### config.mk
export PLATFORM = sky130hd
export DESIGN_NAME = lru_tracker
export DESIGN_NICKNAME = d
export VERILOG_FILES = /design/src/hdl/cache_pkg.sv /design/src/hdl/lru_tracker.sv
export SDC_FILE = /design/constraint.sdc
export NUM_CORES = 1
export LEC_CHECK = 0
export ABC_CLOCK_PERIOD_IN_PS = 6100
export BUFFER_PORTS_ARGS = -buffer_cell sky130_fd_sc_hd__buf_2
export CORE_MARGIN = 2
export CORE_UTILIZATION = 58
export CTS_CLUSTER_DIAMETER = 30
export DETAILED_ROUTE_END_ITERATION = 16
export PLACE_DENSITY = 0.77
export SYNTH_ARGS = -nofsm -noshare
export SYNTH_HDL_FRONTEND = slang
export SYNTH_SLANG_ARGS = --single-unit
export TNS_END_PERCENT = 10
### constraint.sdc
create_clock -name clk -period 6.1 [get_ports clk]
set_clock_uncertainty 0.1 [all_clocks]
set_input_delay 0.61 -clock clk [delete_from_list [all_inputs] [get_ports clk]]
set_output_delay 0.61 -clock clk [all_outputs]
set_load 0.005 [all_outputs]
### src/hdl/cache_pkg.sv
package cache_pkg;

  // geometry of the line array
  localparam int LINE_COUNT = 32;
  localparam int LINE_BYTES = 16;  // one beat of the ddr3 controller port

  // the tag covers the address bits above the line offset
  localparam int TAG_LSB = 4;
  localparam int TAG_MSB = 25;

  typedef logic [$clog2(LINE_COUNT)-1:0] line_idx_t;

  typedef logic [TAG_MSB-TAG_LSB:0] tag_t;

  typedef logic [LINE_BYTES*8-1:0] line_t;

  // controller steps for one queued request
  typedef enum logic [2:0] {
    st_idle,
    st_flush,      // writing a dirty victim back
    st_load,       // read request held until the memory takes it
    st_load_wait,
    st_update
  } ctrl_state_t;

endpackage
### src/hdl/lru_tracker.sv
`timescale 1ns/10ps

module lru_tracker import cache_pkg::*; (
  input  logic      clk,
  input  logic      rst,
  input  logic      lru_touch_i,
  input  line_idx_t lru_idx_i,
  output line_idx_t lru_o
);

  line_idx_t             rank [LINE_COUNT];  // 0 is the most recently used
  line_idx_t             touched_rank;
  logic [LINE_COUNT-1:0] rank_seen;

  assign touched_rank = rank[lru_idx_i];

  always_ff @(posedge clk)
  begin
    if (rst)
    begin
      for (int i = 0; i < LINE_COUNT; i++)
        rank[i] <= line_idx_t'(i);
    end
    else if (lru_touch_i)
    begin
      for (int i = 0; i < LINE_COUNT; i++)
      begin
        if (line_idx_t'(i) == lru_idx_i)
          rank[i] <= '0;
        else if (rank[i] < touched_rank)
          rank[i] <= rank[i] + 1'b1;  // lines older than the touched one keep their rank
      end
    end
  end

  always_comb
  begin
    lru_o = '0;
    for (int i = 0; i < LINE_COUNT; i++)
      if (rank[i] == line_idx_t'(LINE_COUNT - 1))
        lru_o = line_idx_t'(i);
  end

  always_comb
  begin
    rank_seen = '0;
    for (int i = 0; i < LINE_COUNT; i++)
      rank_seen[rank[i]] = 1'b1;
  end

  assert property (@(posedge clk) disable iff (rst) lru_touch_i |=> &rank_seen)
    else $error("lru ranks are no longer a permutation");

endmodule

# Yosys cells after proc, flatten, opt, wreduce, memory -nomap -nowiden
# Memories as Yosys holds them, arrays and structs flattened.
# Index checks and enable logic that the tools add are counted.
dict set report classes {
  addsub 32
  magnitude_cmp 32
  eq_ne 62
  n_mux 385
  n_bitwise 64
  reduce_logical 1
}
# cell count
set ops {}
lappend ops {{$mux 5} 94}
lappend ops {{$mux 1} 291}
lappend ops {{$add 5x1->5 const B} 32}
lappend ops {{$lt 5x5->1} 32}
lappend ops {{$eq 5x5->1 const B} 31}
lappend ops {{$eq 5x5->1 const A} 16}
lappend ops {{$or 1x1->1} 64}
lappend ops {{$eq 4x5->1 const A} 8}
lappend ops {{$eq 3x5->1 const A} 4}
lappend ops {{$eq 2x5->1 const A} 2}
lappend ops {{$eq 1x5->1 const A} 1}
lappend ops {{$logic_not 5->1} 1}
dict set report totals {
  reg_bits 0
  mem_bits_rw 160
  input_bits 8
  output_inout_bits 5
  n_memories 1
}
# name depth width read_ports rd_clocked_by_memory_dff wr line
set memory_table {}
lappend memory_table {rank 32 5 33 0 32 lru_tracker.sv:11} ;# line_idx_t rank [LINE_COUNT];

# Logic depth before layout (Yosys ltp)
# An unclocked memory read counts as a cell.
dict set report logic_depth {
  word_depth 33
  depth_mapped 14
  depth_no_buf 11
}

# Least setup slack after synthesis
# OpenSTA, ideal clock, no wires.
dict set report synth_path {
  path_type {in2reg}
  from {in lru_idx_i[0]}
  to {mem rank[2][0] in the netlist's numbering, enable pin}
  setup_ns 0.313
  arrival_ns 5.824
  required_ns 5.687
  setup_slack_ns -0.137
  stages 13
  n_path_buf 2
  cell_sequence {clkbuf_1 > buf_1 > mux4_2 > mux4_2 > mux2i_1 > ha_1 > a21oi_1 > nor2b_1 > or4_1 > or2_2 > nor3_1 > nor2_1 > nand2_1}
}
# element line
set synth_lines {}
lappend synth_lines {{start: declaration} lru_tracker.sv:7} ;# input line_idx_t lru_idx_i,
lappend synth_lines {{end: declaration} lru_tracker.sv:11}

==> metrics <==
XOR/XNOR share of the synthesized area 4.31%; number of register bits inferred by synthesis 160; Max-cap violations 0; floorplan core area 0.0225 mm²; half-perimeter wire length after detailed placement 25300 µm; largest buffer count on any clock path 2; post-cts sizing count 0; largest fanout on the critical path 30; number of port buffers 12; EDFF count, synth 160; commonest cells after routing, fill and taps aside sky130_fd_sc_hd__ha_1 (191), sky130_fd_sc_hd__edfxtp_1 (160), sky130_fd_sc_hd__nor2_1 (82), sky130_fd_sc_hd__a21oi_1 (70), sky130_fd_sc_hd__inv_1 (46); Clk pin slew, worst setup/hold paths 0.06 ns; crit path cell chain buf_2 > buf_4 > mux4_2 > mux4_2 > mux2i_4 > buf_4 > ha_1 > a2111oi_0 > and2_1 > or3_1; Die Wd 155 µm; total length of routed met3 wires 3140 µm; compound-gate portion of the synthesized area 14.7%; post-layout net count 1404; total internal power 2.98 mW; Initial Utilization 58.6%; kind of critical path in2reg; net switching power 1.88 mW; core occupancy in the finished layout 62.9%; clk sink count 160; Mapped Avg Cell Area 11.0 µm²; share of cells above drive strength 1 10.8%; sum of routed wire segments on met1 14500 µm; Finished Layout Cells 1503; Die ar. 0.0240 mm²; final number of max-transition violations 0; count of inserted antenna diode cells 0; net switching share of the total power 38.7%; areal power density over the cells 344 mW/mm²; largest register by flop count rank; via count 10480; cell count after synthesis 1201; run status completed; max reg flops 160; Total Routed Length 35200 µm; detailed-route wire length per cell 23.4 µm; maximum number of pins on one net before global-route repair 67; RSZ-0062 raised after global routing false; post-synthesis share of cell area spent on and, or, nand and nor gates 14.5%; Inst Count DP 1471; Area contributors post-synth sky130_fd_sc_hd__edfxtp_1 (36%), sky130_fd_sc_hd__ha_1 (18%), sky130_fd_sc_hd__mux4_2 (7.5%), sky130_fd_sc_hd__a21oi_1 (2.7%), sky130_fd_sc_hd__nor2_1 (2.3%); uppermost routed layer met4; sequential cell area fraction in the yosys report 36.4%; Syn-to-layout area delta 7.29%; startpoint kind of the worst setup timing path input pin; DRC violations left 0; via count of the first global-routing pass 10369; routability cong. 0.934; fmax 204 MHz; slowest CP cell sky130_fd_sc_hd__a2111oi_0; Post-CTS Repair Setup Buffers 0; Relative slew margins 28.7%; post-route total power 4.87 mW; vias per inst 6.97; combined area of all synthesized cells 0.0132 mm²; number of levels in the clock H-tree 4; accumulated negative setup slack 0 ns; total of endpoints with negative setup slack in the final report 0; total gr overflow 0; Yosys warning count 0; cell leakage power 5.66 nW; endpoints failing hold 0; biggest regs rank: 160 flops; detailed route wirelength on metal2 16100 µm; Hold WC Path Type reg2reg; post-synth top area cell sky130_fd_sc_hd__edfxtp_1; CTS tree built; Die H 155 µm; post-synthesis adder-cell area fraction 18.1%; FP Rows 55; Largest stage delay, worst path 0.79 ns; total global-route track usage 30.4%; violation count after the first detailed-routing iteration 1071; number of buffers created by CTS 17; actual transition at the worst max-transition pin 1.07 ns; fraction of synthesis flops using an asynchronous set or reset pin 0%; number of optimization iterations in the first detailed-route pass 5; number of nets produced by synthesis 1400; most common cell after layout, fill and taps aside sky130_fd_sc_hd__ha_1; first-pass GRT wire length 56600 µm; ports placed on the boundary 13; Crit path arrival time 4.93 ns; post-synth top area share 36.4%; most used flip-flop cell after synthesis sky130_fd_sc_hd__edfxtp_1; maximum VDD drop 247 µV; multiplexer share of the synthesized area 9.03%; Detail Route Antenna Nets 0; clock root buffer sky130_fd_sc_hd__clkbuf_16; largest family of logic cells by synthesized area adder cells; number of distinct standard cells referenced by the synthesized netlist 61; initial antenna violation count 0; final critical-path share of the clock period 80.3%; Worst Path Required 6.13 ns; Worst setup EP type flip-flop; relative contribution of sequential cells to total power 37.7%; clock latency at the later pin of the worst-skew pair 0.44 ns; combinational group share of total power 40.3%; Clock power frac 22.0%; Min Clock Period, post-route 4.90 ns; hold-fix buffer count after cts 0
## worst paths after layout
check	startpoint	slack, ns	end	cells after the start
setup / recovery	lru_idx_i[1]	1.20	rank[11][0]$_SDFFCE_PN1P_	10
hold / removal	rank[13][0]$_SDFFCE_PN1P_	0.58	rank[13][0]$_SDFFCE_PN1P_	1
setup reg to reg	rank[31][3]$_SDFFCE_PP1P_	1.55	rank[11][0]$_SDFFCE_PN1P_	9
hold reg to reg	rank[13][0]$_SDFFCE_PN1P_	0.58	rank[13][0]$_SDFFCE_PN1P_	1
## power by group through the flow
stage / combinational [mW] / sequential (mW) / clock (mW)
detailed placement: 1.91 / 1.84 / 0
global placement: 1.83 / 1.83 / 0
floorplan: 1.43 / 1.70 / 0
CTS: 1.94 / 1.81 / 1.08
global route: 2.21 / 1.85 / 1.13
finish: 1.96 / 1.83 / 1.07
## synth_stat cells (9+ instances only)
| master | number |
|---|---|
| sky130_fd_sc_hd__o21bai_1 | 9 |
| sky130_fd_sc_hd__or2_2 | 14 |
| sky130_fd_sc_hd__ha_1 | 191 |
| sky130_fd_sc_hd__xor2_1 | 30 |
| sky130_fd_sc_hd__clkbuf_1 | 28 |
| sky130_fd_sc_hd__a21o_1 | 36 |
| sky130_fd_sc_hd__nor4_1 | 14 |
| sky130_fd_sc_hd__and4_1 | 16 |
| sky130_fd_sc_hd__o21a_1 | 24 |
| sky130_fd_sc_hd__xnor2_1 | 35 |
| sky130_fd_sc_hd__nor2b_1 | 31 |
| sky130_fd_sc_hd__nor2_1 | 82 |
| sky130_fd_sc_hd__nand3_1 | 42 |
| sky130_fd_sc_hd__o21ai_0 | 37 |
| sky130_fd_sc_hd__a211oi_1 | 13 |
| sky130_fd_sc_hd__a21oi_1 | 70 |
| sky130_fd_sc_hd__and3_1 | 39 |
| sky130_fd_sc_hd__o2111ai_1 | 17 |
| sky130_fd_sc_hd__and2_1 | 13 |
| sky130_fd_sc_hd__o22ai_1 | 11 |
| sky130_fd_sc_hd__mux4_2 | 44 |
| sky130_fd_sc_hd__inv_1 | 46 |
| sky130_fd_sc_hd__edfxtp_1 | 160 |
| sky130_fd_sc_hd__nor3_1 | 24 |
| sky130_fd_sc_hd__nand2_1 | 32 |
| sky130_fd_sc_hd__nand2b_1 | 14 |
| sky130_fd_sc_hd__or3_1 | 10 |
| sky130_fd_sc_hd__mux2i_1 | 20 |
## final cells by class
type / count / area [µm²]
Fill cell: 1777 / 8350
Multi-Input combinational cell: 952 / 8060
Sequential cell: 160 / 4800
Clock buffer: 18 / 429
Tap cell: 285 / 357
Timing Repair Buffer: 28 / 195
Inverter: 46 / 173
Clock inverter: 14 / 140
## critical path: cells and delay by family
kind | cells | cell delay (ns)
AO/OA/AOI/OAI | 1 | 0.79
adder cells (fa/ha/maj) | 1 | 0.31
buffers and inverters | 3 | 1.40
multiplexers | 3 | 1.27
AND/OR/NAND/NOR | 2 | 0.52
## stage by stage
step,setup slack [ns],hold WS [ns],area [µm²]
after floorplan,-0.0318,0.495,13200
after global placement,1.11,0.543,13600
after detailed placement,0.953,0.551,13600
after CTS,1.39,0.575,14200
after global routing,0.958,0.611,14200
final,1.20,0.579,14200
## routing by layer
layer | global-route usage [%] | up-vias
li1 | - | 4710
met2 | 47.1 | 539
met4 | 14.4 | 0
met5 | 0 | -
met1 | 42.1 | 5125
met3 | 4.99 | 106
## cell families after synthesis
| kind of cell | count (synthesis) |
|---|---|
| adders and majority gates | 191 |
| xor gates and xnor gates | 65 |
| DFF | 160 |
| and+or+nand+nor | 352 |
| AOI/OAI and AO/OA | 280 |
| muxes | 64 |
| buffers and inverters | 89 |
Note: power is estimated with default switching activity, not from simulation.
