[config.mk]
export PLATFORM = sky130hd
export DESIGN_NAME = req_fifo
export DESIGN_NICKNAME = d
export VERILOG_FILES = /design/src/hdl/wb_pkg.sv /design/src/hdl/req_fifo.sv
export SDC_FILE = /design/constraint.sdc
export NUM_CORES = 1
export LEC_CHECK = 0
export ABC_AREA = 0
export BUFFER_PORTS_ARGS = -buffer_cell sky130_fd_sc_hd__buf_2
export CELL_PAD_IN_SITES_DETAIL_PLACEMENT = 1
export CELL_PAD_IN_SITES_GLOBAL_PLACEMENT = 1
export CORE_UTILIZATION = 25
export DETAILED_ROUTE_END_ITERATION = 16
export PLACE_DENSITY = 0.57
export SLEW_MARGIN = 20
export SYNTH_ARGS = -nofsm -noshare
export SYNTH_HDL_FRONTEND = slang
export SYNTH_SLANG_ARGS = --single-unit
export TNS_END_PERCENT = 100
[constraint.sdc]
create_clock -name clk -period 3.3 [get_ports clk]
set_input_delay 0.66 -clock clk [delete_from_list [all_inputs] [get_ports clk]]
set_output_delay 0.66 -clock clk [all_outputs]
set_load 0.02 [all_outputs]
[src/hdl/wb_pkg.sv]
package wb_pkg;

  // pipelined wishbone slave port
  localparam int ADR_W = 32;
  localparam int DAT_W = 32;
  localparam int SEL_W = DAT_W / 8;

  localparam int FIFO_DEPTH = 4;

  typedef logic [ADR_W-1:0] adr_t;

  typedef logic [DAT_W-1:0] word_t;

  typedef logic [SEL_W-1:0] sel_t;

  // one accepted bus cycle as it waits in the request queue
  typedef struct packed {
    adr_t  adr;
    word_t data;
    logic  we;
    sel_t  sel;
  } bus_req_t;

endpackage

[src/hdl/req_fifo.sv]
`timescale 1ns/10ps

module req_fifo import wb_pkg::*; (
  input  logic     clk,
  input  logic     rst,
  input  logic     push_i,
  input  bus_req_t req_i,
  input  logic     pop_i,
  output bus_req_t head_o,
  output logic     empty_o,
  output logic     stall_o
);

  bus_req_t                        buffer [FIFO_DEPTH];
  logic [$clog2(FIFO_DEPTH)-1:0]   wr_ptr;
  logic [$clog2(FIFO_DEPTH)-1:0]   rd_ptr;
  logic [$clog2(FIFO_DEPTH+1)-1:0] count;

  assign head_o  = buffer[rd_ptr];
  assign empty_o = (count == '0);
  // one slot of slack covers the request already on the bus when stall rises
  assign stall_o = (count >= FIFO_DEPTH - 1);

  always_ff @(posedge clk)
  begin
    if (rst)
    begin
      wr_ptr <= '0;
      rd_ptr <= '0;
      count  <= '0;
    end
    else
    begin
      if (push_i)
        wr_ptr <= wr_ptr + 1'b1;  // depth is a power of two so the pointers wrap
      if (pop_i)
        rd_ptr <= rd_ptr + 1'b1;
      case ({push_i, pop_i})
        2'b10:   count <= count + 1'b1;
        2'b01:   count <= count - 1'b1;
        default: count <= count;
      endcase
    end
  end

  always_ff @(posedge clk)
  begin
    if (push_i)
      buffer[wr_ptr] <= req_i;
  end

  // push is gated by the top level and pop comes from the controller
  assert property (@(posedge clk) disable iff (rst) push_i |-> count < FIFO_DEPTH)
    else $error("request pushed into a full queue");

  assert property (@(posedge clk) disable iff (rst) pop_i |-> !empty_o)
    else $error("request popped from an empty queue");

endmodule

======== Word-level counts from Yosys, hierarchy flattened ========
Memories as Yosys holds them, arrays and structs flattened. A register that Yosys moved wholly into a read port is not among the register bits.
Index checks and enable logic that the tools add are counted.
word-level totals
  memories ................................ 1
  latch bits .............................. 0
  bits in writable memories ............... 276
  register bits ........................... 7
  word-level logic and storage cells ...... 18
  memory bits (read-only) ................. 0
cells by class
  add/subtract/negate cells ............... 4
  $lt $le $gt $ge ......................... 1
  mux-type cells .......................... 5
  multipliers ............................. 0
  div/mod/pow operators ................... 0
  shift-type cells ........................ 0
  reduce and logical (&&, ||, !) cells .... 2
  equality and inequality tests ........... 2
  bitwise operators ....................... 0
memory list
  memory  depth  width  read ports  clocked after memory_dff  write ports  RTL line        source
  buffer  4      69     1           1                         1            req_fifo.sv:14  bus_req_t buffer [FIFO_DEPTH];
operators by type and width
  kind                                                                                  count
  3-bit case mux with 2 select lines                                                    1
  2-bit by 1-bit adder with 2-bit output (second input constant)                        2
  2-bit two-way mux                                                                     2
  3-bit by 1-bit adder with 3-bit output (second input constant)                        1
  3-bit by 2-bit greater-or-equal comparator with 1-bit output (second input constant)  1
  3-bit logical NOT                                                                     1
  3-bit by 1-bit subtractor with 3-bit output (second input constant)                   1
  2-bit by 1-bit equality test with 1-bit output (second input constant)                1
  2-bit equality test (second input constant)                                           1
  1-bit two-way mux                                                                     2
  2-bit nonzero test                                                                    1

======== Depth between registers and ports, before layout ========
Gate-level depths: netlist of run 1.
  depth in word-level cells ............... 3
  depth in mapped cells ................... 7
  depth with buffers taken out ............ 7

======== Worst setup path after synthesis of run 1 ========
No wires, ideal clock.
  path kind ............................... in2reg
  start ................................... input push_i
  end ..................................... memory buffer[0][0] in the netlist's numbering (enable)
  buffers on the path ..................... 0
  stages .................................. 1
  arrival time ............................ 2,278 ps
  setup slack ............................. 588 ps
  cell sequence ........................... and2_1
between the ends
  word-level cells in the longest chain between the ends .. 2
ends and longest elaborated chain
  element                                  RTL line        source
  start: declaration                       req_fifo.sv:6   input logic push_i,
  1-bit two-way mux                        req_fifo.sv:48  if (push_i)
  1-bit two-way mux (not written as such)  req_fifo.sv:49  buffer[wr_ptr] <= req_i;
  end: declaration                         req_fifo.sv:14
Every way passes these cells.

==> reports/qor.txt, run 1 <==
Fin crit share - 0.895
Placed Area - 11800 sq um
Relative slew slack - 0.570
Sequential-to-total area share from yosys stat - 0.814
Combinational power share - 0.102
Starting Density - 0.254
Setup WS pre-CTS - 0.840 ns
Post-synth top area share - 0.797
Fraction of layout cells with a size suffix above 1 - 0.454
Critical Path Sink Type - output port
Max Fanout on Critical Path - 27
Top FF cell, synth - edfxtp_1
Clk_lat worst skew - 0.55 ns
Max-slew violations - 0
Post-CTS Setup Bufs - 0
Core area - 40900 sq um
Layout area overhead - 23.1%
Most frequent cells after synthesis - edfxtp_1, mux4_2, dfxtp_1, nor2_1
Via/cell ratio - 4.18
EDFF count, synth - 276
CTS sink cnt - 285
Yosys warning count - 0
Psw - 1.91 mW
Ranking of synthesized cells by area - edfxtp_1, mux4_2, dfxtp_1, ha_1, buf_12
Vias in the first global route - 5435
Static leakage - 4.23 nW
Total Routing Usage GR - 0.103
Cts repair resizes - 0
Worst endpoint data arrival time - 2.29 ns
Largest net degree at the start of global routing - 36
Ports - 144
GRT overflow - 0
Maximum buffer depth of the clock tree - 3
DIE HEIGHT - 206 um
Register-to-register setup slack - 1.40 ns
# DRC - 0
Worst-margin pin slew - 0.645 ns
Final ANT Viol Nets - 0
Setup TNS - 0 ns
Hold-fix buffers, CTS - 0
Crit Path Class - register to output port
Clock Skew - 0.00497 ns
Met2 Use GR - 0.184
Die width - 206 um
WL/cell - 19.2 um
Clock Power Share - 0.391
Seq pwr share - 0.506
Dpl hpwl - 13900 um
Final Hold Fails - 0
Worst min-delay path endpoint - buffer[0][4]
Grt met1 use - 0.125
Mapped Area - 10400 sq um
FF-to-FF Start - wr_ptr[0]
Yosys reg bits - 285
First-pass DRT Iterations - 4
Global Route met3 Usage - 0.0216
CTS tree - built
Crit path time final - 2.95 ns
DR iter-0 viols - 191
Top-count cell post-synth - edfxtp_1
DIE AREA - 42400 sq um
Synth Area per Inst - 25.5 sq um
Outcome - finished clean
Diode count - 0
Hold path startpoint - req_i[4]
Synth area leader - edfxtp_1
Row count - 74
Net Count, Synth - 487
First-pass GRT wire length - 32600 um
Port bufs - 143
Switch share - 0.228
Int Power - 6.45 mW
Post-synth ARST share - 0
Syn Inst Count - 408
Reg2Reg Depth - 4
WL final - 21800 um
Maximum capacitance violations - 0
Endpoints failing setup - 0
Peak supply drop - 348 uV
CP Launch Type - register
Clk pin slew, worst setup/hold paths - 0.06 ns
Cell depth of the worst hold path - 1
CTS HTree Levels - 1
Worst reg2reg endpoint - buffer[2][40]
Final Cell Area - 12800 sq um
Final setup margin - 0.348 ns
Pwr dens - 653 nW/um^2
Final net count - 660
GRT busiest layer - met2
DR vias - 4741
Yosys cell types - 22
CTS root buf - clkbuf_16
CTS Buf Count - 31
Total power - 8.36 mW
RSZ-0062 raised after global routing - no
Placer's final routability congestion estimate - 0.676
Initial antenna violation count - 3
Tightest Hold Check Type - input pin to register
Worst EP required - 2.64 ns
Fmax - 0.339 GHz
[per-layer routing]
layer	up-vias	share of wire
met1	2520	0.42
met2	105	0.51
li1	2075	-
met5	-	0.0020
met3	35	0.047
met4	6	0.019
[sequential cells by signal (all words and copies together), names as in the netlist, named ones only]
register / cells
rd_ptr: 2
wr_ptr: 2
count: 3
buffer: 276
[worst max-delay path by stage]
stage | from | end | depth (start not counted)
2_1_floorplan | push_i | buffer[0][0] | 1
3_3_place_gp | register | head_o[14] | 3
3_5_place_dp | register | head_o[9] | 3
4_1_cts | register | head_o[9] | 3
5_1_grt | register | head_o[38] | 3
6_report | register | head_o[9] | 3
[cells in the final DEF, fill, tap and decap left out]
cell / instances
xor2_1: 3
fa_1: 1
nand2_1: 1
a21o_1: 1
edfxtp_1: 276
ha_1: 5
xnor2_1: 2
clkinv_1: 8
buf_2: 143
mux4_2: 69
nor3_1: 1
dfxtp_1: 7
clkinv_2: 4
dfxtp_4: 2
buf_4: 9
nor2_1: 8
bufinv_16: 3
and2_4: 4
o21ai_0: 1
clkbuf_1: 5
buf_12: 5
a21oi_1: 2
inv_1: 6
mux2i_1: 1
or3_1: 1
clkinvlp_4: 4
clkbuf_16: 31
[critical path: stages (launching register included)]
cell and delay (ns):
dfxtp_4 0.66, buf_12 0.29, mux4_2 0.56, buf_2 0.18
[power by group through the flow]
stage	clock network [mW]	logic (mW)	registers [mW]
2_1_floorplan	0	0.577	4.27
3_3_place_gp	0	0.859	4.30
3_5_place_dp	0	0.881	4.31
4_1_cts	3.37	0.884	4.24
5_1_grt	3.48	0.926	4.25
6_report	3.27	0.856	4.23
[kinds of logic (layout without fill, tap and decap cells)]
| kind of cell | count (synthesis) | count (layout) | share of synthesized area |
|---|---|---|---|
| AOI/OAI and AO/OA | 4 | 4 | 0.00217 |
| adders and majority gates | 6 | 6 | 0.00794 |
| xor gates and xnor gates | 5 | 5 | 0.00421 |
| muxes | 70 | 70 | 0.150 |
| buffers and inverters | 23 | 218 | 0.0143 |
| and+or+nand+nor | 15 | 15 | 0.00674 |
| DFF | 285 | 285 | 0.814 |
[area by class of cell]
type                            count  area, sq um
Sequential cell                   285         8480
Clock buffer                       36          795
Clock inverter                     19          170
Inverter                            6         22.5
Tap cell                          532          666
Fill cell                        4166        28100
Timing Repair Buffer              157          883
Multi-Input combinational cell    100         1790
[through the flow]
step,cells,hold WS [ns],utilization
2_1_floorplan,408,0.471,-
3_3_place_gp,1080,0.483,0.289
3_5_place_dp,1080,0.535,0.289
4_1_cts,1135,0.288,0.313
5_1_grt,1135,0.300,0.313
6_report,1135,0.324,0.313
No activity file was read; power rests on OpenSTA's default activity.
==> inputs of run 2 (changes only) <==
==> constraint.sdc (replaced) <==
create_clock -name clk -period 3.3 [get_ports clk]
set_input_delay 0.165 -clock clk [delete_from_list [all_inputs] [get_ports clk]]
set_output_delay 0.165 -clock clk [all_outputs]
set_load 0.02 [all_outputs]
==> run 2 against run 1 <==
Maximum frequency grew 13%. Clock skew grew 0.015 ns. Global-route usage grew 0.12 points. Final cell count grew 5.6%. Sequential cell count is the same. Clock power shrank 5%. Critical endpoint is now head_o[14]. Critical path type unchanged. Die area is the same. Non-clock buffer count grew 66. Register-to-register slack gained 0.09 ns. Combinational power grew 7.7%. Power shrank 1.1%.
==> reports/qor.txt, run 2 (same netlist as run 1, synthesis figures left out) <==
CP endpoint - head_o[14]
Clk pin slew, worst setup/hold paths - 0.06 ns (about the same)
Fraction of layout cells with a size suffix above 1 - 0.394 (-0.0601)
FF-to-FF Start - wr_ptr[0]
Cells after DPL - 1073 (-0.65%)
Placer's final routability congestion estimate - 0.682 (+0.89%)
Max Fanout on Critical Path - 23 (-15%)
Initial antenna violation count - 0 (-3)
First-pass DRT Iterations - 4 (unchanged)
Min Hold Slack - 0.363 ns (+0.0390 ns)
Reg2Reg Depth - 4 (unchanged)
Biggest register - buffer
Placed Area - 11800 sq um (about the same)
Largest net degree at the start of global routing - 42 (+17%)
Port bufs - 143 (unchanged)
Final net count - 726 (+10%)
DIE AREA - 42400 sq um (unchanged)
Clock Power Share - 0.377 (-0.014)
Max reg flops - 276 (unchanged)
Outcome - finished clean
Tightest Hold Check Type - input pin to register
Final setup margin - 0.686 ns (+0.339 ns)
WL/cell - 18.5 um (-3.8%)
CTS Buf Count - 31 (unchanged)
Die width - 206 um (unchanged)
Final ANT Viol Nets - 0 (unchanged)
Seq pwr share - 0.512 (+0.006)
RSZ-0062 raised after global routing - no
Setup TNS - 0 ns (unchanged)
WL final - 22200 um (+1.6%)
Pwr dens - 614 nW/um^2 (-5.9%)
Clock Skew - 0.0197 ns (+0.0147 ns)
Static leakage - 4.50 nW (+6.2%)
Endpoints failing setup - 0 (unchanged)
Most frequent cells in the layout - edfxtp_1, buf_2, dlygate4sd3_1
Setup WS pre-CTS - 1.19 ns (+0.345 ns)
First-pass GRT wire length - 33200 um (+1.7%)
Final Cell Area - 13500 sq um (+5.1%)
Worst reg2reg endpoint - buffer[0][8]
Fmax - 0.383 GHz (+13%)
Hold path startpoint - req_i[52]
GRT overflow - 0 (unchanged)
Relative slew slack - 0.623 (+0.0528)
Final Hold Fails - 0 (unchanged)
Maximum capacitance violations - 0 (unchanged)
Fin cells - 1199 (+5.6%)
Commonest non-fill, non-tap cell in the layout - edfxtp_1
Fin crit share - 0.792 (-0.103)
Switch share - 0.231 (+0.00254)
Register-to-register setup slack - 1.49 ns (+0.09 ns)
DR vias - 4989 (+5.2%)
Layout area overhead - 29.5%
Vias in the first global route - 5623 (+3.5%)
Worst-margin pin slew - 0.566 ns (-0.0793 ns)
Worst endpoint data arrival time - 2.45 ns (+0.16 ns)
Dpl hpwl - 13600 um (-2.2%)
Via/cell ratio - 4.16 (-0.39%)
Int Power - 6.36 mW (-1.4%)
Worst EP required - 3.13 ns (+0.49 ns)
Regs by FF count - buffer (276), count (3)
Diode count - 0 (unchanged)
Ports - 144 (unchanged)
Starting Density - 0.254 (unchanged)
Peak supply drop - 428 uV (+23%)
Max-slew violations - 0 (unchanged)
CTS root buf - clkbuf_16
Row count - 74 (unchanged)
# DRC - 0 (unchanged)
Cell depth of the worst hold path - 2 (+1)
Combinational power share - 0.112 (+0.010)
Total power - 8.27 mW (-1.1%)
Post-layout util - 0.329 (+0.0161)
CTS tree - built
Crit path time final - 2.61 ns (-0.339 ns)
Psw - 1.91 mW (about the same)
Crit Path Class - register to output port
Core area - 40900 sq um (unchanged)
CTS sink cnt - 285 (unchanged)
CP Launch Type - register
CTS HTree Levels - 1 (unchanged)
DR iter-0 viols - 183 (-4.2%)
Critical Path Sink Type - output port
Clk_lat worst skew - 0.56 ns (about the same)
DIE HEIGHT - 206 um (unchanged)
Maximum buffer depth of the clock tree - 3 (unchanged)
Total Routing Usage GR - 0.105 (+0.00119)
-- run 2: cell count changes in the layout (fill, tap and decap cells not counted), sizes merged --
| cell | before | now |
|---|---|---|
| clkinv | 12 | 9 |
| inv | 6 | 7 |
| clkinvlp | 4 | 1 |
| bufinv | 3 | 1 |
| clkbuf | 36 | 41 |
| dlygate4sd3 | 0 | 73 |
| buf | 157 | 150 |
-- run 2: final cells by class --
cell class,instances,area [sq um]
clock inverters,12,88.8
fillers,4117,27500
flip-flops and latches,285,8480
multi-input cells,100,1790
clock buffers,41,813
inverters,6,22.5
repair buffers,223,1600
well taps,532,666
-- run 2: power by group through the flow --
stage          registers [mW]  clock network [mW]  logic [mW]
2_1_floorplan            4.27                   0       0.577
3_3_place_gp             4.30                   0       0.831
3_5_place_dp             4.31                   0       0.878
4_1_cts                  4.24                3.23       0.952
5_1_grt                  4.25                3.34       0.998
6_report                 4.23                3.11       0.922
-- run 2: timing repair --
action / in CTS / in global routing
setup buffers: 0 / 0
hold buffers: 73 / 0
hold endpoints to repair: 285 / 0
gates resized for setup: 0 / 0
-- run 2: worst min-delay path by stage --
stage,end,slack [ns]
final,buffer[3][52],0.36
after detailed placement,buffer[0][59],0.39
after global placement,buffer[1][14],0.37
after floorplan,buffer[0][0],0.26
after global routing,buffer[0][26],0.35
after CTS,buffer[2][63],0.32
-- run 2: critical path, stage by stage, from the launching register on --
cell	delay [ns]
dfxtp_4	0.69
buf_4	0.43
mux4_2	0.57
buf_2	0.18
-- run 2: layer usage --
layer | share of wire | up-vias | track usage
met3 | 0.044 | 41 | 0.0205
li1 | - | 2208 | -
met4 | 0.026 | 0 | 0.0389
met1 | 0.41 | 2625 | 0.123
met2 | 0.52 | 115 | 0.187
met5 | 0 | - | 0
==> inputs of run 3 (changes only) <==
==> constraint.sdc (replaced) <==
create_clock -name clk -period 2.7 [get_ports clk]
set_input_delay 0.135 -clock clk [delete_from_list [all_inputs] [get_ports clk]]
set_output_delay 0.135 -clock clk [all_outputs]
set_load 0.02 [all_outputs]
==> run 3 against run 2 <==
Cell area grew 1.3%. Highest routed layer unchanged. Final cell count grew 0.50%. Sequential share of layout area shrank 0.79 points. Critical path type unchanged. Global-route usage about the same. Die area is the same. Clock power rose by 43%.
==> reports/qor.txt, run 3 (same netlist as run 1, synthesis figures left out) <==
Clock Power Share - 0.414 (+0.037)
Regs by FF count - buffer (276), count (3)
Switch share - 0.225 (-0.00603)
Diode count - 0 (unchanged)
Placed Area - 11800 sq um (about the same)
Endpoints failing setup - 0 (unchanged)
Post-layout util - 0.333 (+0.00416)
Crit path buf inv count - 2 (unchanged)
Max reg flops - 276 (unchanged)
Largest net degree at the start of global routing - 45 (+7.1%)
Final Cell Area - 13600 sq um (+1.3%)
Relative slew slack - 0.588 (-0.0344)
WL final - 22300 um (+0.47%)
Row count - 74 (unchanged)
Static leakage - 4.58 nW (+1.8%)
RSZ-0062 raised after global routing - no
Max-slew violations - 0 (unchanged)
Final ANT Viol Nets - 0 (unchanged)
Initial antenna violation count - 0 (unchanged)
Fmax - 0.407 GHz
Post-CTS Setup Bufs - 0 (unchanged)
Cell depth of the worst hold path - 2 (unchanged)
Clk_lat worst skew - 0.57 ns (about the same)
Die width - 206 um (unchanged)
CTS tree - built
Combinational power share - 0.105 (-0.007)
Peak supply drop - 492 uV (+15%)
First-pass DRT Iterations - 4 (unchanged)
CTS HTree Levels - 1 (unchanged)
Total Routing Usage GR - 0.105 (+0.000431)
CTS Buf Count - 31 (unchanged)
Setup TNS - 0 ns (unchanged)
Fin crit share - 0.910
Biggest register - buffer
Cts repair resizes - 0 (unchanged)
Max Fanout on Critical Path - 26 (+13%)
GRT overflow - 0 (unchanged)
Worst-margin pin slew - 0.618 ns (+0.0515 ns)
Vias in the first global route - 5595 (-0.50%)
First-pass GRT wire length - 33200 um (+0.10%)
DIE HEIGHT - 206 um (unchanged)
Placer's final routability congestion estimate - 0.655 (-3.9%)
Crit path time final - 2.46 ns
Clock Skew - 0.00754 ns (-0.0122 ns)
Worst endpoint data arrival time - 2.32 ns (-0.13 ns)
Layout area overhead - 31.1%
Delay-heaviest family, CP - flip-flops
Hold-fix buffers, CTS - 73 (unchanged)
Most frequent cells in the layout - edfxtp_1, buf_2, dlygate4sd3_1
Core area - 40900 sq um (unchanged)
Clk pin slew, worst setup/hold paths - 0.06 ns (about the same)
WP depth - 3 (unchanged)
Final Hold Fails - 0 (unchanged)
Reg2Reg Depth - 4 (unchanged)
Worst EP required - 2.57 ns (-0.56 ns)
Psw - 2.42 mW (+27%)
Via/cell ratio - 4.10 (-1.4%)
Maximum buffer depth of the clock tree - 3 (unchanged)
Tightest Hold Check Type - input pin to register
Starting Density - 0.254 (unchanged)
WL/cell - 18.5 um (about the same)
Worst reg2reg endpoint - buffer[2][4]
Seq pwr share - 0.481 (-0.031)
Int Power - 8.34 mW (+31%)
DR iter-0 viols - 169 (-7.7%)
DR vias - 4943 (-0.92%)
Final net count - 727 (+0.14%)
Fraction of layout cells with a size suffix above 1 - 0.403 (+0.00837)
CP endpoint - head_o[5]
CP max stage delay - 0.66 ns (-0.03 ns)
Port bufs - 143 (unchanged)
FF-to-FF Start - wr_ptr[0]
Commonest non-fill, non-tap cell in the layout - edfxtp_1
Worst path cell trace - buf_12, mux4_2, buf_2
Pwr dens - 789 nW/um^2 (+28%)
Min Hold Slack - 0.316 ns (-0.0474 ns)
Critical Path Sink Type - output port
Maximum capacitance violations - 0 (unchanged)
Slowest cell on the critical path - dfxtp_4
Ports - 144 (unchanged)
CTS sink cnt - 285 (unchanged)
Crit Path Class - register to output port
# DRC - 0 (unchanged)
Register-to-register setup slack - 0.87 ns (-0.62 ns)
CP Launch Type - register
Outcome - finished clean
CTS root buf - clkbuf_16
Dpl hpwl - 13200 um (-2.7%)
DIE AREA - 42400 sq um (unchanged)
run 3: changes by cell type in the layout (fill, tap and decap cells not counted):
| cell | before | now |
|---|---|---|
| clkbuf_1 | 10 | 2 |
| bufinv_16 | 1 | 7 |
| clkinv_1 | 5 | 11 |
| buf_12 | 2 | 7 |
| buf_16 | 4 | 0 |
| clkinv_4 | 1 | 0 |
| clkinvlp_4 | 1 | 2 |
| inv_6 | 1 | 2 |
run 3: worst min path at each step:
stage / from / end / slack (ns)
floorplan: req_i[0] / buffer[0][0] / 0.23
global placement: req_i[25] / buffer[0][25] / 0.34
detailed placement: req_i[13] / buffer[3][13] / 0.35
CTS: req_i[39] / buffer[1][39] / 0.28
global route: req_i[58] / buffer[3][58] / 0.29
finish: req_i[39] / buffer[1][39] / 0.32
run 3: area by class of cell:
cell class                 count  area, sq um
clock inverter                25          299
fill                        4116        27300
timing repair buffer         224         1590
tap                          532          666
clock buffer                  33          783
sequential                   285         8480
inverter                       6         22.5
multi-input combinational    100         1790
run 3: routing by layer:
| layer | routed length, um | GRT usage | vias up | part of all wire |
|---|---|---|---|---|
| met5 | 0 | 0 | - | 0 |
| met4 | 471 | 0.0339 | 0 | 0.021 |
| met2 | 11600 | 0.188 | 111 | 0.52 |
| li1 | - | - | 2214 | - |
| met3 | 965 | 0.0207 | 31 | 0.043 |
| met1 | 9210 | 0.126 | 2587 | 0.41 |
run 3: power groups by stage:
stage	Combinational (mW)	Clock, mW	Sequential, mW
2_1_floorplan	0.705	0	5.21
3_3_place_gp	1.05	0	5.25
3_5_place_dp	1.08	0	5.27
4_1_cts	1.17	4.59	5.18
5_1_grt	1.22	4.73	5.19
6_report	1.13	4.45	5.17
run 3: through the flow:
stage               std cells  setup slack [ns]  power, mW
floorplan                 408             0.106       5.92
global placement         1074             0.751       6.30
detailed placement       1074             0.731       6.35
CTS                      1205            0.0990       10.9
global route             1205            0.0694       11.1
finish                   1205             0.244       10.8
