`config.mk`:
```
export PLATFORM = sky130hd
export DESIGN_NAME = cache_ctrl_flat
export DESIGN_NICKNAME = d
export VERILOG_FILES = /design/src/hdl/wb_pkg.sv /design/src/hdl/cache_pkg.sv /design/src/hdl/line_store_if.sv /design/src/hdl/cache_ctrl.sv /design/src/flat_wrapper.sv
export SDC_FILE = /design/constraint.sdc
export NUM_CORES = 1
export LEC_CHECK = 0
export ABC_AREA = 1
export BUFFER_PORTS_ARGS = -buffer_cell sky130_fd_sc_hd__clkbuf_2
export CORE_AREA = 2 2 338 340
export CTS_CLUSTER_DIAMETER = 150
export CTS_CLUSTER_SIZE = 20
export DETAILED_ROUTE_END_ITERATION = 10
export DIE_AREA = 0 0 340 342
export PLACE_DENSITY_LB_ADDON = 0.15
export SLEW_MARGIN = 5
export SYNTH_ARGS = -nofsm -noshare
export SYNTH_HDL_FRONTEND = slang
export SYNTH_SLANG_ARGS = --single-unit
```
`constraint.sdc`:
```
create_clock -name clk -period 2.8 [get_ports clk]
set_clock_uncertainty 0.1 [all_clocks]
set_input_delay 0.56 -clock clk [delete_from_list [all_inputs] [get_ports clk]]
set_output_delay 0.56 -clock clk [all_outputs]
set_load 0.01 [all_outputs]
```
`src/hdl/wb_pkg.sv`:
```
package wb_pkg;

  // pipelined wishbone slave port
  localparam int ADR_W = 32;
  localparam int DAT_W = 32;
  localparam int SEL_W = DAT_W / 8;

  localparam int FIFO_DEPTH = 4;

  typedef logic [ADR_W-1:0] adr_t;

  typedef logic [DAT_W-1:0] word_t;

  typedef logic [SEL_W-1:0] sel_t;

  // one accepted bus cycle as it waits in the request queue
  typedef struct packed {
    adr_t  adr;
    word_t data;
    logic  we;
    sel_t  sel;
  } bus_req_t;

endpackage

```
`src/hdl/cache_pkg.sv`:
```
package cache_pkg;

  // geometry of the line array
  localparam int LINE_COUNT = 32;
  localparam int LINE_BYTES = 16;  // one beat of the ddr3 controller port

  // the tag covers the address bits above the line offset
  localparam int TAG_LSB = 4;
  localparam int TAG_MSB = 25;

  typedef logic [$clog2(LINE_COUNT)-1:0] line_idx_t;

  typedef logic [TAG_MSB-TAG_LSB:0] tag_t;

  typedef logic [LINE_BYTES*8-1:0] line_t;

  // controller steps for one queued request
  typedef enum logic [2:0] {
    st_idle,
    st_flush,      // writing a dirty victim back
    st_load,       // read request held until the memory takes it
    st_load_wait,
    st_update
  } ctrl_state_t;

endpackage
```
`src/hdl/line_store_if.sv`:
```
`timescale 1ns/10ps

interface line_store_if import cache_pkg::*; ();

  // lookup results, all combinational from the arrays
  logic      hit;
  line_idx_t hit_idx;
  line_idx_t victim_idx;
  logic      victim_dirty;
  tag_t      victim_tag;
  line_t     rd_line;   // line at sel_idx

  tag_t      lookup_tag;
  line_idx_t sel_idx;
  logic      invalidate;
  logic      fill;
  tag_t      fill_tag;
  line_t     fill_data;
  line_t     wr_line;
  logic      set_dirty;  // also writes wr_line into the selected line

  modport ctrl (
    input  hit, hit_idx, victim_idx, victim_dirty, victim_tag, rd_line,
    output lookup_tag, sel_idx, invalidate, fill, fill_tag, fill_data, wr_line, set_dirty
  );

  modport store (
    output hit, hit_idx, victim_idx, victim_dirty, victim_tag, rd_line,
    input  lookup_tag, sel_idx, invalidate, fill, fill_tag, fill_data, wr_line, set_dirty
  );

endinterface

```
`src/hdl/cache_ctrl.sv`:
```
`timescale 1ns/10ps

module cache_ctrl import cache_pkg::*, wb_pkg::*; (
  input  logic       clk,
  input  logic       rst,

  input  bus_req_t   head_i,
  input  logic       empty_i,
  output logic       pop_o,

  output logic       lru_touch_o,
  output line_idx_t  lru_idx_o,

  line_store_if.ctrl store,

  output logic       bus_ack_o,
  output word_t      bus_data_o,

  output adr_t       dst_adr_o,
  output line_t      dst_data_o,
  output logic       dst_we_o,
  output logic       dst_stb_o,
  output logic       dst_cyc_o,
  input  logic       dst_ack_i,
  input  logic       dst_stall_i,
  input  line_t      dst_data_i
);

  ctrl_state_t state;
  line_idx_t   idx_q;         // line chosen for the request at the head
  tag_t        victim_tag_q;
  tag_t        head_tag;
  logic [1:0]  word_sel;
  word_t       cur_word;
  word_t       rd_word;
  line_t       merged_line;

  assign head_tag = head_i.adr[TAG_MSB:TAG_LSB];
  assign word_sel = head_i.adr[3:2];

  assign store.lookup_tag = head_tag;
  assign store.sel_idx    = idx_q;
  assign store.fill_tag   = head_tag;
  assign store.fill_data  = dst_data_i;
  assign store.wr_line    = merged_line;
  assign store.invalidate = (state == st_flush) && !dst_stall_i;
  assign store.fill       = (state == st_load_wait) && dst_ack_i;
  assign store.set_dirty  = (state == st_update) && head_i.we;

  assign pop_o       = (state == st_update);
  assign lru_touch_o = (state == st_update);
  assign lru_idx_o   = idx_q;

  // requests on the memory side follow the state directly so they stay stable under stall
  assign dst_cyc_o  = state inside {st_flush, st_load, st_load_wait};
  assign dst_stb_o  = state inside {st_flush, st_load};
  assign dst_we_o   = (state == st_flush);
  assign dst_data_o = store.rd_line;
  assign dst_adr_o  = (state == st_flush) ?
                      {{(ADR_W-TAG_MSB-1){1'b0}}, victim_tag_q, {TAG_LSB{1'b0}}} :
                      {{(ADR_W-TAG_MSB-1){1'b0}}, head_tag, {TAG_LSB{1'b0}}};

  always_comb
  begin
    cur_word    = store.rd_line[word_sel*DAT_W +: DAT_W];
    merged_line = store.rd_line;
    for (int b = 0; b < SEL_W; b++)
    begin
      if (head_i.sel[b])
        merged_line[word_sel*DAT_W + b*8 +: 8] = head_i.data[b*8 +: 8];
      rd_word[b*8 +: 8] = head_i.sel[b] ? cur_word[b*8 +: 8] : 8'h00;  // unselected lanes read zero
    end
  end

  always_ff @(posedge clk)
  begin
    if (rst)
    begin
      state     <= st_idle;
      bus_ack_o <= 1'b0;
    end
    else
    begin
      bus_ack_o <= 1'b0;
      case (state)
        st_idle:
        begin
          if (!empty_i)
          begin
            if (store.hit)
              state <= st_update;
            else if (store.victim_dirty)
              state <= st_flush;
            else
              state <= st_load;
          end
        end
        st_flush:
        begin
          if (!dst_stall_i)
            state <= st_load;  // the write-back needs no ack
        end
        st_load:
        begin
          if (!dst_stall_i)
            state <= st_load_wait;
        end
        st_load_wait:
        begin
          if (dst_ack_i)
            state <= st_update;
        end
        st_update:
        begin
          bus_ack_o <= 1'b1;
          state     <= st_idle;
        end
        default:
          state <= st_idle;
      endcase
    end
  end

  always_ff @(posedge clk)
  begin
    if (state == st_idle)
    begin
      idx_q        <= store.hit ? store.hit_idx : store.victim_idx;
      victim_tag_q <= store.victim_tag;
    end
    if (state == st_update)
      bus_data_o <= rd_word;
  end

  assert property (@(posedge clk) disable iff (rst) bus_ack_o |=> !bus_ack_o)
    else $error("bus ack held for two cycles");

endmodule

```
`src/flat_wrapper.sv`:
```
// flat-port wrapper written by rule: the top's interface ports become plain ports
module cache_ctrl_flat import cache_pkg::*, wb_pkg::*;
  (clk, rst, head_i, empty_i, pop_o, lru_touch_o, lru_idx_o, bus_ack_o, bus_data_o, dst_adr_o, dst_data_o, dst_we_o, dst_stb_o, dst_cyc_o, dst_ack_i, dst_stall_i, dst_data_i, store_hit, store_hit_idx, store_victim_idx, store_victim_dirty, store_victim_tag, store_rd_line, store_lookup_tag, store_sel_idx, store_invalidate, store_fill, store_fill_tag, store_fill_data, store_wr_line, store_set_dirty);
  line_store_if store_i ();
  input  logic clk;
  input  logic rst;
  input  bus_req_t head_i;
  input  logic empty_i;
  output logic pop_o;
  output logic lru_touch_o;
  output line_idx_t lru_idx_o;
  output logic bus_ack_o;
  output word_t bus_data_o;
  output adr_t dst_adr_o;
  output line_t dst_data_o;
  output logic dst_we_o;
  output logic dst_stb_o;
  output logic dst_cyc_o;
  input  logic dst_ack_i;
  input  logic dst_stall_i;
  input  line_t dst_data_i;
  input wire logic [$bits(store_i.hit)-1:0] store_hit;
  input wire logic [$bits(store_i.hit_idx)-1:0] store_hit_idx;
  input wire logic [$bits(store_i.victim_idx)-1:0] store_victim_idx;
  input wire logic [$bits(store_i.victim_dirty)-1:0] store_victim_dirty;
  input wire logic [$bits(store_i.victim_tag)-1:0] store_victim_tag;
  input wire logic [$bits(store_i.rd_line)-1:0] store_rd_line;
  output wire logic [$bits(store_i.lookup_tag)-1:0] store_lookup_tag;
  output wire logic [$bits(store_i.sel_idx)-1:0] store_sel_idx;
  output wire logic [$bits(store_i.invalidate)-1:0] store_invalidate;
  output wire logic [$bits(store_i.fill)-1:0] store_fill;
  output wire logic [$bits(store_i.fill_tag)-1:0] store_fill_tag;
  output wire logic [$bits(store_i.fill_data)-1:0] store_fill_data;
  output wire logic [$bits(store_i.wr_line)-1:0] store_wr_line;
  output wire logic [$bits(store_i.set_dirty)-1:0] store_set_dirty;
  assign store_i.hit = store_hit;
  assign store_i.hit_idx = store_hit_idx;
  assign store_i.victim_idx = store_victim_idx;
  assign store_i.victim_dirty = store_victim_dirty;
  assign store_i.victim_tag = store_victim_tag;
  assign store_i.rd_line = store_rd_line;
  assign store_lookup_tag = store_i.lookup_tag;
  assign store_sel_idx = store_i.sel_idx;
  assign store_invalidate = store_i.invalidate;
  assign store_fill = store_i.fill;
  assign store_fill_tag = store_i.fill_tag;
  assign store_fill_data = store_i.fill_data;
  assign store_wr_line = store_i.wr_line;
  assign store_set_dirty = store_i.set_dirty;
  cache_ctrl u_core (.clk(clk), .rst(rst), .head_i(head_i), .empty_i(empty_i), .pop_o(pop_o), .lru_touch_o(lru_touch_o), .lru_idx_o(lru_idx_o), .store(store_i), .bus_ack_o(bus_ack_o), .bus_data_o(bus_data_o), .dst_adr_o(dst_adr_o), .dst_data_o(dst_data_o), .dst_we_o(dst_we_o), .dst_stb_o(dst_stb_o), .dst_cyc_o(dst_cyc_o), .dst_ack_i(dst_ack_i), .dst_stall_i(dst_stall_i), .dst_data_i(dst_data_i));
endmodule
```
**Word-level counts from Yosys, hierarchy flattened**

Index checks and enable logic that the tools add are counted.

- Output and inout bits: 511
- Flip-flop bits (word level): 63

- Eq/ne operators: 8
- Mux-type cells: 18
- Reductions and logical operators: 8
- $add $sub $neg: 7
- Shifts and indexed selects: 9

Operator list:

| cell | number |
|---|---|
| bitwise mux 128 bit | 4 |
| two-way mux 128 bit | 4 |
| variable shift 8 x 34 -> 128 bit (first input constant) | 4 |
| indexed part select 8 x 34 -> 128 bit | 4 |
| indexed part select 128 x 8 -> 32 bit | 1 |
| negator 32 -> 34 bit | 3 |
| negator 7 -> 34 bit | 1 |
| two-way mux 26 bit | 1 |
| adder 7 x 5 -> 8 bit (second input constant) | 2 |
| two-way mux 3 bit | 5 |
| case mux 3 bit (4 select lines) | 1 |
| adder 7 x 4 -> 8 bit (second input constant) | 1 |
| != test 2 bit (second input constant) | 4 |
| == test 3 x 2 -> 1 bit (second input constant) | 2 |
| two-way mux 5 bit | 1 |
| AND reduction 4 bit | 1 |
| == test 3 x 1 -> 1 bit (second input constant) | 1 |
| == test 3 bit (second input constant) | 1 |
| logical AND 1 bit | 3 |
| logical NOT 3 bit | 1 |
| nonzero test 3 bit | 1 |
| two-way mux 2 bit | 1 |
| nonzero test 2 bit | 1 |
| logical NOT 1 bit | 1 |
| two-way mux 1 bit | 1 |

**Depth between registers and ports, before layout**

Gate-level depths: netlist (run 1).

- Depth after elaboration: 10
- Mapped depth: 9

**Worst setup path after synthesis (run 1)**

Ideal clock, no wire load.

- Path kind: reg2out
- Start: register u_core.state[1]
- End: output pop_o
- Data arrival time: 2.392 ns
- Data required time: 2.140 ns
- Stages on the path, launching flop included: 5
- Slack: -0.252 ns
- Cells stage by stage: dfxtp_1 inv_1 nand2_2 nor2_1 buf_4

- Cells in the longest elaborated chain, start to end: 1

RTL lines:

| what | line | source |
|---|---|---|
| start, declared | cache_ctrl.sv:29 | `ctrl_state_t state;` |
| start signal, assigned | cache_ctrl.sv:79 | `state <= st_idle;` |
| start signal, assigned | cache_ctrl.sv:91 | `state <= st_update;` |
| start signal, assigned | cache_ctrl.sv:93 | `state <= st_flush;` |
| == test 3 bit | - |  |
| end, declared | flat_wrapper.sv:9 | `output logic pop_o;` |

No other way between the ends.

**Final worst setup path (run 1)**

- Start: input head_i[39] in the netlist's numbering
- End: output store_wr_line[2]

- Cells in the longest elaborated chain, start to end: 10
- Elaborated cells between the ends (all ways): 23
- Those cells by class: 7 x add/sub; 8 x shift; 8 x mux

RTL lines:

| what | line | source |
|---|---|---|
| start, declared | flat_wrapper.sv:7 | `input bus_req_t head_i;` |
| branches (longest 9 deep; another with negator 32 -> 34 bit) | - |  |
| two-way mux 128 bit * | cache_ctrl.sv:69 | `if (head_i.sel[b])` |
| end, declared | flat_wrapper.sv:34 | `output wire logic [$bits(store_i.wr_line)-1:0] store_wr_line;` |

Every way passes the cells marked *.

==> results_dict.tcl, run 1 <==
set metrics [dict create \
    final_util_pct 9.849 \
    clk_pin_slew_ns 0.07 \
    status "complete, no violations" \
    ys_ff_latch 63 \
    core.rowCount 124 \
    path_class "in2out" \
    syn_avg_cell_area_um2 7.032 \
    routabilityCongestion 0.8740 \
    critPathMaxFanout 4 \
    syn-cell-area_um2 7679 \
    p_leak_nw 5.376 \
    drt_iter0_markers 380 \
    dp_hpwl_um 52590 \
    grt_max_degree 56 \
    critPathTopFamily "buffers and inverters" \
    fin_ws_ns 0.1122 \
    worst-path-buf-inv 6 \
    synth_ff_type "edfxtp_1" \
    clock-sinks 63 \
    core_um2 113100 \
    fin_setup_tns_ns 0 \
    start_util_pct 6.789 \
    layout.cells.non_filler 2959 \
    min_from "store_victim_tag[17]" \
    period_minus_slack_ns 2.688 \
    startpoint_type "primary input" \
    ys_types 31 \
    finalMaxSlewViolations 0 \
    final_nets 1804 \
    irDropWorstVdd_uv 333.5 \
    htreeDepth 3 \
    cts_tree "yes" \
    crit_start "head_i[39]" \
    vias_per_cell 2.962 \
    clk_latency_ns 0.36 \
    yosysWarnings 0 \
    max_clock_freq_mhz 372.0 \
    wirelength_um 60280 \
    synth_area_leaders "buf_4, edfxtp_1, nand2_1, o21ai_0, o22ai_1" \
    ios 875 \
    cts_post_setup_buffers_inserted 0 \
    vias 8766 \
    seq_area_frac_synth_pct 24.12 \
    port_buffers 600 \
    ys_top_cells_by_count "buf_4, nand2_1, inv_1" \
    dp.cells 2936 \
    yosys.area.top_type "buf_4" \
    powerDensity_nw_per_um2 495.6 \
    synth.most_common_cell "buf_4" \
    drtAntennaViolNets 0 \
    async_reset_ff_share_pct 0 \
    syn_inst 1092 \
    cts_hold_buf 0 \
    hp-class "in2reg" \
    root_buffer "clkbuf_16" \
    synth_top_area_share_pct 31.19 \
    hold_viol 0 \
    cpMaxStageDelayCell "ha_1" \
    whs_ns 0.2549 \
    endpoint_kind "primary output" \
    rsz0062_at_grt "true" \
    drc 0 \
    antenna_found_initial 13 \
    chipHeight_um 342 \
    max_stage_delay_ns 0.30 \
    syn_to_final_growth_pct 45.07 \
    post-place-ws_ns -0.09705 \
    grtUsageTotal_pct 9.996 \
    ctsResizeCount 6 \
    worstMarginPinSlew_ns 0.6245 \
    cap_violations 0 \
    fp.dieW_um 340 \
    setup_viol 0 \
    dieArea_um2 116300 \
    grt_first_pass_wirelength_um 78490 \
    overflow 0 \
    crit_chain "buf_6, inv_2, buf_4, ha_1, buf_4, buf_12, nand3_1, o21ai_1, clkbuf_2" \
    final_layout_size_suffix_gt1_share_pct 51.04 \
    finalCritPeriodShare_pct 95.99 \
    dr.pass1.iters 5 \
    detail_route.wl_per_cell_um 20.37 \
    max_slew_margin_pct 58.32 \
    required_ns 2.14 \
    cpMostUsedCell "buf_4" \
    cts_buffers 9 \
    synth_edf_count 59 \
    critPathArrivalTime_ns 2.03 \
    worstReg2RegStart "u_core.state[2]" \
    grt_pass1_vias 8832 \
    clock_path_buffers 2 \
]
-- area by class of cell --
cell class | count | area (um^2)
inverters | 99 | 375.4
clock inverters | 7 | 96.34
multi-input cells | 585 | 2914
fillers | 13313 | 102000
clock buffers | 9 | 225.2
repair buffers | 677 | 3767
well taps | 1512 | 1892
diodes | 7 | 17.52
flip-flops and latches | 63 | 1852
-- logic make-up (layout without fill, tap and decap cells) --
logic type / Yosys count / in the layout / synth area share [%]
flops: 63 / 63 / 24.12
compound gates: 271 / 271 / 20.29
simple gates: 299 / 299 / 16.00
buf+inv: 453 / 792 / 38.73
other cells: 1 / 17 / 0.04884
fa+ha+maj: 5 / 5 / 0.8147
-- stage by stage --
step	cell area, um^2	total power, mW
floorplan	7715	3.102
global placement	10780	4.238
detailed placement	10780	4.227
CTS	11110	5.780
global route	11120	5.959
finish	11140	5.521
-- layout by cell type (no fill, tap or decap), drive strengths merged, types with 7 or more instances in the layout --
| cell | count |
|---|---|
| a21oi | 77 |
| buf | 82 |
| clkbuf | 604 |
| clkinv | 8 |
| conb | 10 |
| diode | 7 |
| edfxtp | 59 |
| inv | 94 |
| nand2 | 251 |
| nand3 | 23 |
| nand4 | 9 |
| nor2 | 9 |
| o211ai | 22 |
| o21ai | 115 |
| o22ai | 57 |
-- worst paths after layout --
check | to | slack [ns] | cells after the start
setup reg to reg | u_core.bus_data_o[7] | 1.01 | 4
hold / removal | u_core.victim_tag_q[17] | 0.25 | 1
setup / recovery | store_wr_line[2] | 0.11 | 9
hold reg to reg | u_core.state[0] | 0.59 | 4
-- sequential cells by signal, indices dropped and copies added (netlist names) --
signal / count
u_core.state: 3
u_core.bus_ack_o: 1
u_core.lru_idx_o: 5
u_core.victim_tag_q: 22
u_core.bus_data_o: 32
-- power breakdown --
part	total (mW)	switching (mW)	internal, mW	leakage, nW
combinational	2.54	1.69	0.852	4.63
clock	1.42	0.634	0.785	0.150
sequential	1.56	0.128	1.43	0.599
total	5.52	2.45	3.07	5.38
-- metal layers --
layer,GRT usage [%],share of wire (%),wire length [um],up-vias
met3,3.157,8.5,5135,119
met4,3.540,2.6,1566,18
li1,-,-,-,4019
met5,0,0.19,113,-
met2,15.56,44,26610,517
met1,12.92,45,26850,4093
(Power assumes the default switching activity.)
==> run 2, diff against run 1 <==
- CORE_AREA: 2 2 338 340 -> 2 2 339 341
- DIE_AREA: 0 0 340 342 -> 0 0 341 343
- REMOVE_ABC_BUFFERS: not set -> 1
==> run 2 against run 1 <==
  * Sequential cell count stayed put
  * Fmax fell by 2.1%
  * Non-clock buffer count decreased by 5
  * Register-to-register slack lost 0.33 ns
  * Critical path type unchanged
  * Largest cell class unchanged
  * Highest routed layer unchanged
==> results_dict.tcl, run 2 (synthesis results as in run 1) <==
set metrics [dict create \
    final_nets 1799 \
    wirelength_um 84140 \
    max_clock_freq_mhz 364.4 \
    drtAntennaViolNets 0 \
    htreeDepth 3 \
    grt_pass1_vias 8891 \
    grt_max_degree 71 \
    cts_tree "yes" \
    layout_common_cells "clkbuf_2, nand2_1, inv_1, o21ai_0, buf_4" \
    fin_ws_ns 0.05575 \
    cpMaxStageDelayCell "o21ai_1" \
    p_leak_nw 5.363 \
    worstMarginPinSlew_ns 0.6285 \
    cts_post_setup_buffers_inserted 0 \
    fillers 13385 \
    critPathTopFamily "buffers and inverters" \
    overflow 0 \
    clock_path_buffers 2 \
    irDropWorstVdd_uv 336.5 \
    finalCritPeriodShare_pct 98.01 \
    endpoint_kind "primary output" \
    port_buffers 600 \
    hold_viol 0 \
    routabilityCongestion 0.9167 \
    vias_per_cell 3.193 \
    drc 0 \
    start_util_pct 6.770 \
    syn_to_final_growth_pct 44.81 \
    switching_share_pct 44.92 \
    detail_route.wl_per_cell_um 28.49 \
    dr_wl_met3_um 16610 \
    core_um2 113400 \
    fp.dieW_um 341 \
    cts_buffers 9 \
    crit_chain "buf_6, inv_2, ha_1, buf_4, nand2_1, inv_1, nand2_1, buf_4, o21ai_1, clkbuf_2" \
    holdPathStages 1 \
    core.rowCount 124 \
    largest_reg_flops 32 \
    period_minus_slack_ns 2.744 \
    wl_met1_um 34620 \
    clk_latency_ns 0.39 \
    power.internal_mw 3.071 \
    cap_violations 0 \
    startpoint_type "primary input" \
    required_ns 2.14 \
    ios 875 \
    dr.pass1.iters 6 \
    critPathArrivalTime_ns 2.08 \
    post-place-ws_ns -0.1977 \
    seq_power_share_pct 28.2 \
    grtUsageTotal_pct 13.81 \
    clkPwrFrac_pct 25.1 \
    finalMaxSlewViolations 0 \
    setup_viol 0 \
    chipHeight_um 343 \
    root_buffer "clkbuf_16" \
    rrSetupSlack_ns 0.68 \
    vias 9429 \
    final_util_pct 9.804 \
    final_layout_size_suffix_gt1_share_pct 51.08 \
    r2r_cells 3 \
    critPathMaxFanout 7 \
    status "complete, no violations" \
    regMostFlops "u_core.bus_data_o" \
    path_class "in2out" \
    clock-sinks 63 \
    final_common_cell "clkbuf_2" \
    power_frac_comb_pct 46.7 \
    max_stage_delay_ns 0.31 \
    rsz0062_at_grt "true" \
    dp_hpwl_um 71490 \
    met2WireLength_um 30580 \
    powerDensity_nw_per_um2 501.4 \
    hp-class "in2reg" \
    grt_first_pass_wirelength_um 102900 \
    top_layer "met5" \
    drt_iter0_markers 709 \
    clk_pin_slew_ns 0.06 \
    max_slew_margin_pct 58.10 \
    p_switching_mw 2.505 \
    dieArea_um2 117000 \
    path_depth 10 \
    antenna_found_initial 8 \
    worst-path-buf-inv 6 \
]
## run 2: path summary, 6_finish.rpt
| check | from | endpoint |
|---|---|---|
| max | head_i[39] | store_wr_line[80] |
| min | store_victim_tag[5] | u_core.victim_tag_q[5] |
| max reg2reg | u_core.state[2] | u_core.bus_data_o[28] |
| min reg2reg | u_core.state[0] | u_core.state[0] |
## run 2: power groups by stage
stage          Combinational (mW)  Sequential [mW]  Clock (mW)
2_1_floorplan               0.873             1.63           0
3_5_place_dp                 2.67             1.60           0
3_3_place_gp                 2.69             1.60           0
6_report                     2.60             1.57        1.40
5_1_grt                      2.85             1.60        1.54
4_1_cts                      2.68             1.58        1.54
## run 2: worst reg2reg max path, delay by kind of cell, from the launching register on
kind / cells / cell delay (ns)
AND/OR/NAND/NOR: 1 / 0.41
buffers and inverters: 2 / 0.69
flip-flops: 1 / 0.53
## run 2: what timing repair did
item                                    CTS  global route
hold buffers                              0             0
gates resized for setup                   7            14
gates cloned                              0             0
endpoints found under the setup margin    5            12
## run 2: metal layers
layer	GRT usage, %	vias to the layer above
met4	2.432	22
met5	7.492	-
li1	-	3993
met3	13.06	59
met1	15.97	4383
met2	17.59	972
## run 2: per-stage QoR
step | hold slack [ns] | total power, mW | TNS, ns | cells | instance area, um^2
after floorplan | 0.4680 | 2.505 | -0.04537 | 747 | 5111
after global placement | 0.5903 | 4.291 | -0.4689 | 2931 | 10750
after detailed placement | 0.5802 | 4.270 | -0.4937 | 2931 | 10750
after CTS | 0.1710 | 5.801 | 0 | 2947 | 11080
after global routing | 0.2001 | 5.997 | -0.01492 | 2948 | 11110
final | 0.2408 | 5.575 | 0 | 2953 | 11120
## run 2: final cells by class
| cell class | count | area (um^2) | share of cell area (%) |
|---|---|---|---|
| antenna | 6 | 15.01 | 0.1350 |
| inverter | 99 | 372.9 | 3.353 |
| tap | 1512 | 1892 | 17.01 |
| multi-input combinational | 585 | 2933 | 26.38 |
| clock buffer | 10 | 229.0 | 2.059 |
| timing repair buffer | 672 | 3741 | 33.64 |
| sequential | 63 | 1852 | 16.65 |
| clock inverter | 6 | 85.08 | 0.7652 |
==> run 3, diff against run 2 <==
- clock period: 2.8 -> 2.32 ns (I/O delays scaled with it)
==> run 3 against run 2 <==
  * The run now ends with setup timing left
  * Critical path type unchanged
  * Routed wire length rose by 0.72%
  * Highest routed layer unchanged
  * Sequential power grew 22%
  * Largest power group unchanged
  * Power rose by 24%
  * Combinational power is 30% higher
  * Sequential cell count unchanged
  * Critical endpoint is now store_wr_line[37]
  * Design area grew 8.6%
  * Core utilization rose by 0.85 points
  * Sequential share of layout area shrank 1.3 points
==> results_dict.tcl, run 3 (synthesis results as in run 1) <==
set metrics [dict create \
    vias_per_cell 3.178 \
    detail_route.wl_per_cell_um 28.32 \
    cts_hold_buf 0 \
    setup_viol 18 \
    drc 0 \
    max_clock_freq_mhz 422.5 \
    start_util_pct 6.770 \
    fin_ws_ns -0.04662 \
    grt_max_degree 43 \
    use_met2_pct 18.10 \
    powerDensity_nw_per_um2 574.4 \
    drtAntennaViolNets 0 \
    period_minus_slack_ns 2.367 \
    grtUsageTotal_pct 13.94 \
    groute.layer.met3.usage_pct 11.61 \
    syn_to_final_growth_pct 57.31 \
    clk_latency_ns 0.38 \
    dieArea_um2 117000 \
    final_common_cell "clkbuf_2" \
    use_met1_pct 16.97 \
    fin_setup_tns_ns -0.2864 \
    switching_share_pct 45.51 \
    worstMarginPinSlew_ns 0.5727 \
    chipHeight_um 343 \
    final_util_pct 10.65 \
    hold_viol 0 \
    routabilityCongestion 0.9086 \
    seq_power_share_pct 27.6 \
    clock_path_buffers 2 \
    path_class "in2out" \
    cts_tree "yes" \
    wirelength_um 84750 \
    violations "setup timing" \
    core_um2 113400 \
    dr.pass1.iters 6 \
    port_buffers 600 \
    hp-class "in2reg" \
    layout_common_cells "clkbuf_2, nand2_1, buf_4, inv_1, edfxtp_1" \
    power.internal_mw 3.781 \
    clk_pin_slew_ns 0.07 \
    p_switching_mw 3.158 \
    grt_first_pass_wirelength_um 104100 \
    overflow 0 \
    ios 875 \
    dpl_cell_area_um2 10990 \
    grt_pass1_vias 9104 \
    final_layout_size_suffix_gt1_share_pct 58.25 \
    p_total_mw 6.939 \
    grt_busiest_layer "met2" \
    antenna_found_initial 10 \
    p_leak_nw 5.745 \
    drt_iter0_markers 632 \
    finalCritPeriodShare_pct 102.0 \
    clkPwrFrac_pct 23.6 \
    critPathMaxFanout 5 \
    largest_reg_flops 32 \
    dp_hpwl_um 72700 \
    vias 9511 \
    required_ns 1.76 \
    core.rowCount 124 \
    rsz0062_at_grt "true" \
    final_nets 1842 \
    critPathArrivalTime_ns 1.80 \
    max_slew_margin_pct 61.42 \
    fp.dieW_um 341 \
    design_area_um2 12080 \
    power_frac_comb_pct 48.9 \
    cap_violations 0 \
    irDropWorstVdd_uv 397.2 \
    finalMaxSlewViolations 0 \
    clock-sinks 63 \
    cts_buffers 9 \
    status "complete, but fails checks" \
    endpoint_kind "primary output" \
    startpoint_type "primary input" \
    regMostFlops "u_core.bus_data_o" \
    htreeDepth 3 \
    root_buffer "clkbuf_16" \
    post-place-ws_ns -0.6986 \
]
-- run 3: cell count changes in the layout (fill, tap and decap cells not counted), moves of 23 or more --
cell,before,now
o21ai_0,63,35
o22ai_1,55,29
buf_4,61,89
clkbuf_2,594,556
buf_2,0,24
o22ai_2,2,25
-- run 3: final timing paths --
kind                            slack [ns]                  from                      end  cells after the start
worst max-delay path                 -0.05            head_i[39]        store_wr_line[37]                     10
worst min register to register        0.51       u_core.state[0]          u_core.state[0]                      4
worst min-delay path                  0.15  store_victim_tag[15]  u_core.victim_tag_q[15]                      1
worst max register to register        0.57       u_core.state[1]    u_core.bus_data_o[28]                      4
-- run 3: area by class of cell --
| type | count | area [um^2] |
|---|---|---|
| Antenna cell | 3 | 7.507 |
| Fill cell | 13302 | 101300 |
| Sequential cell | 63 | 1858 |
| Multi-Input combinational cell | 585 | 3373 |
| Clock buffer | 9 | 225.2 |
| Tap cell | 1512 | 1892 |
| Clock inverter | 7 | 72.57 |
| Timing Repair Buffer | 715 | 4248 |
| Inverter | 99 | 402.9 |
-- run 3: stage by stage --
step	instances	hold slack, ns
finish	2993	0.1487
global route	2990	0.1011
CTS	2987	0.08827
detailed placement	2963	0.5433
global placement	2963	0.5436
floorplan	747	0.4408
-- run 3: routing by layer --
metal | vias up | routed length, um
met5 | - | 1287
met4 | 24 | 799
met3 | 51 | 14650
met2 | 906 | 31370
met1 | 4442 | 36640
li1 | 4088 | -
-- run 3: power groups by stage --
stage                     Clock (mW)  Sequential [mW]  Combinational, mW
after CTS                       1.81             1.93               3.43
after global routing            1.79             1.95               3.71
after detailed placement           0             1.94               3.30
final                           1.64             1.91               3.39
after global placement             0             1.94               3.32
after floorplan                    0             1.97               1.05
-- run 3: critical path, cell delays in order --
cell and delay, ns:
buf_12 0.11, buf_4 0.16, ha_4 0.18, buf_6 0.13, nand2_2 0.07, clkinv_2 0.06, buf_6 0.13, buf_4 0.15
o22ai_2 0.17, buf_2 0.16
-- run 3: what timing repair did --
| action | in CTS | in global routing |
|---|---|---|
| resized for setup | 128 | 122 |
| pin swaps | 9 | 10 |
| buffers inserted | 9 | 3 |
| setup endpoints to repair | 149 | 106 |
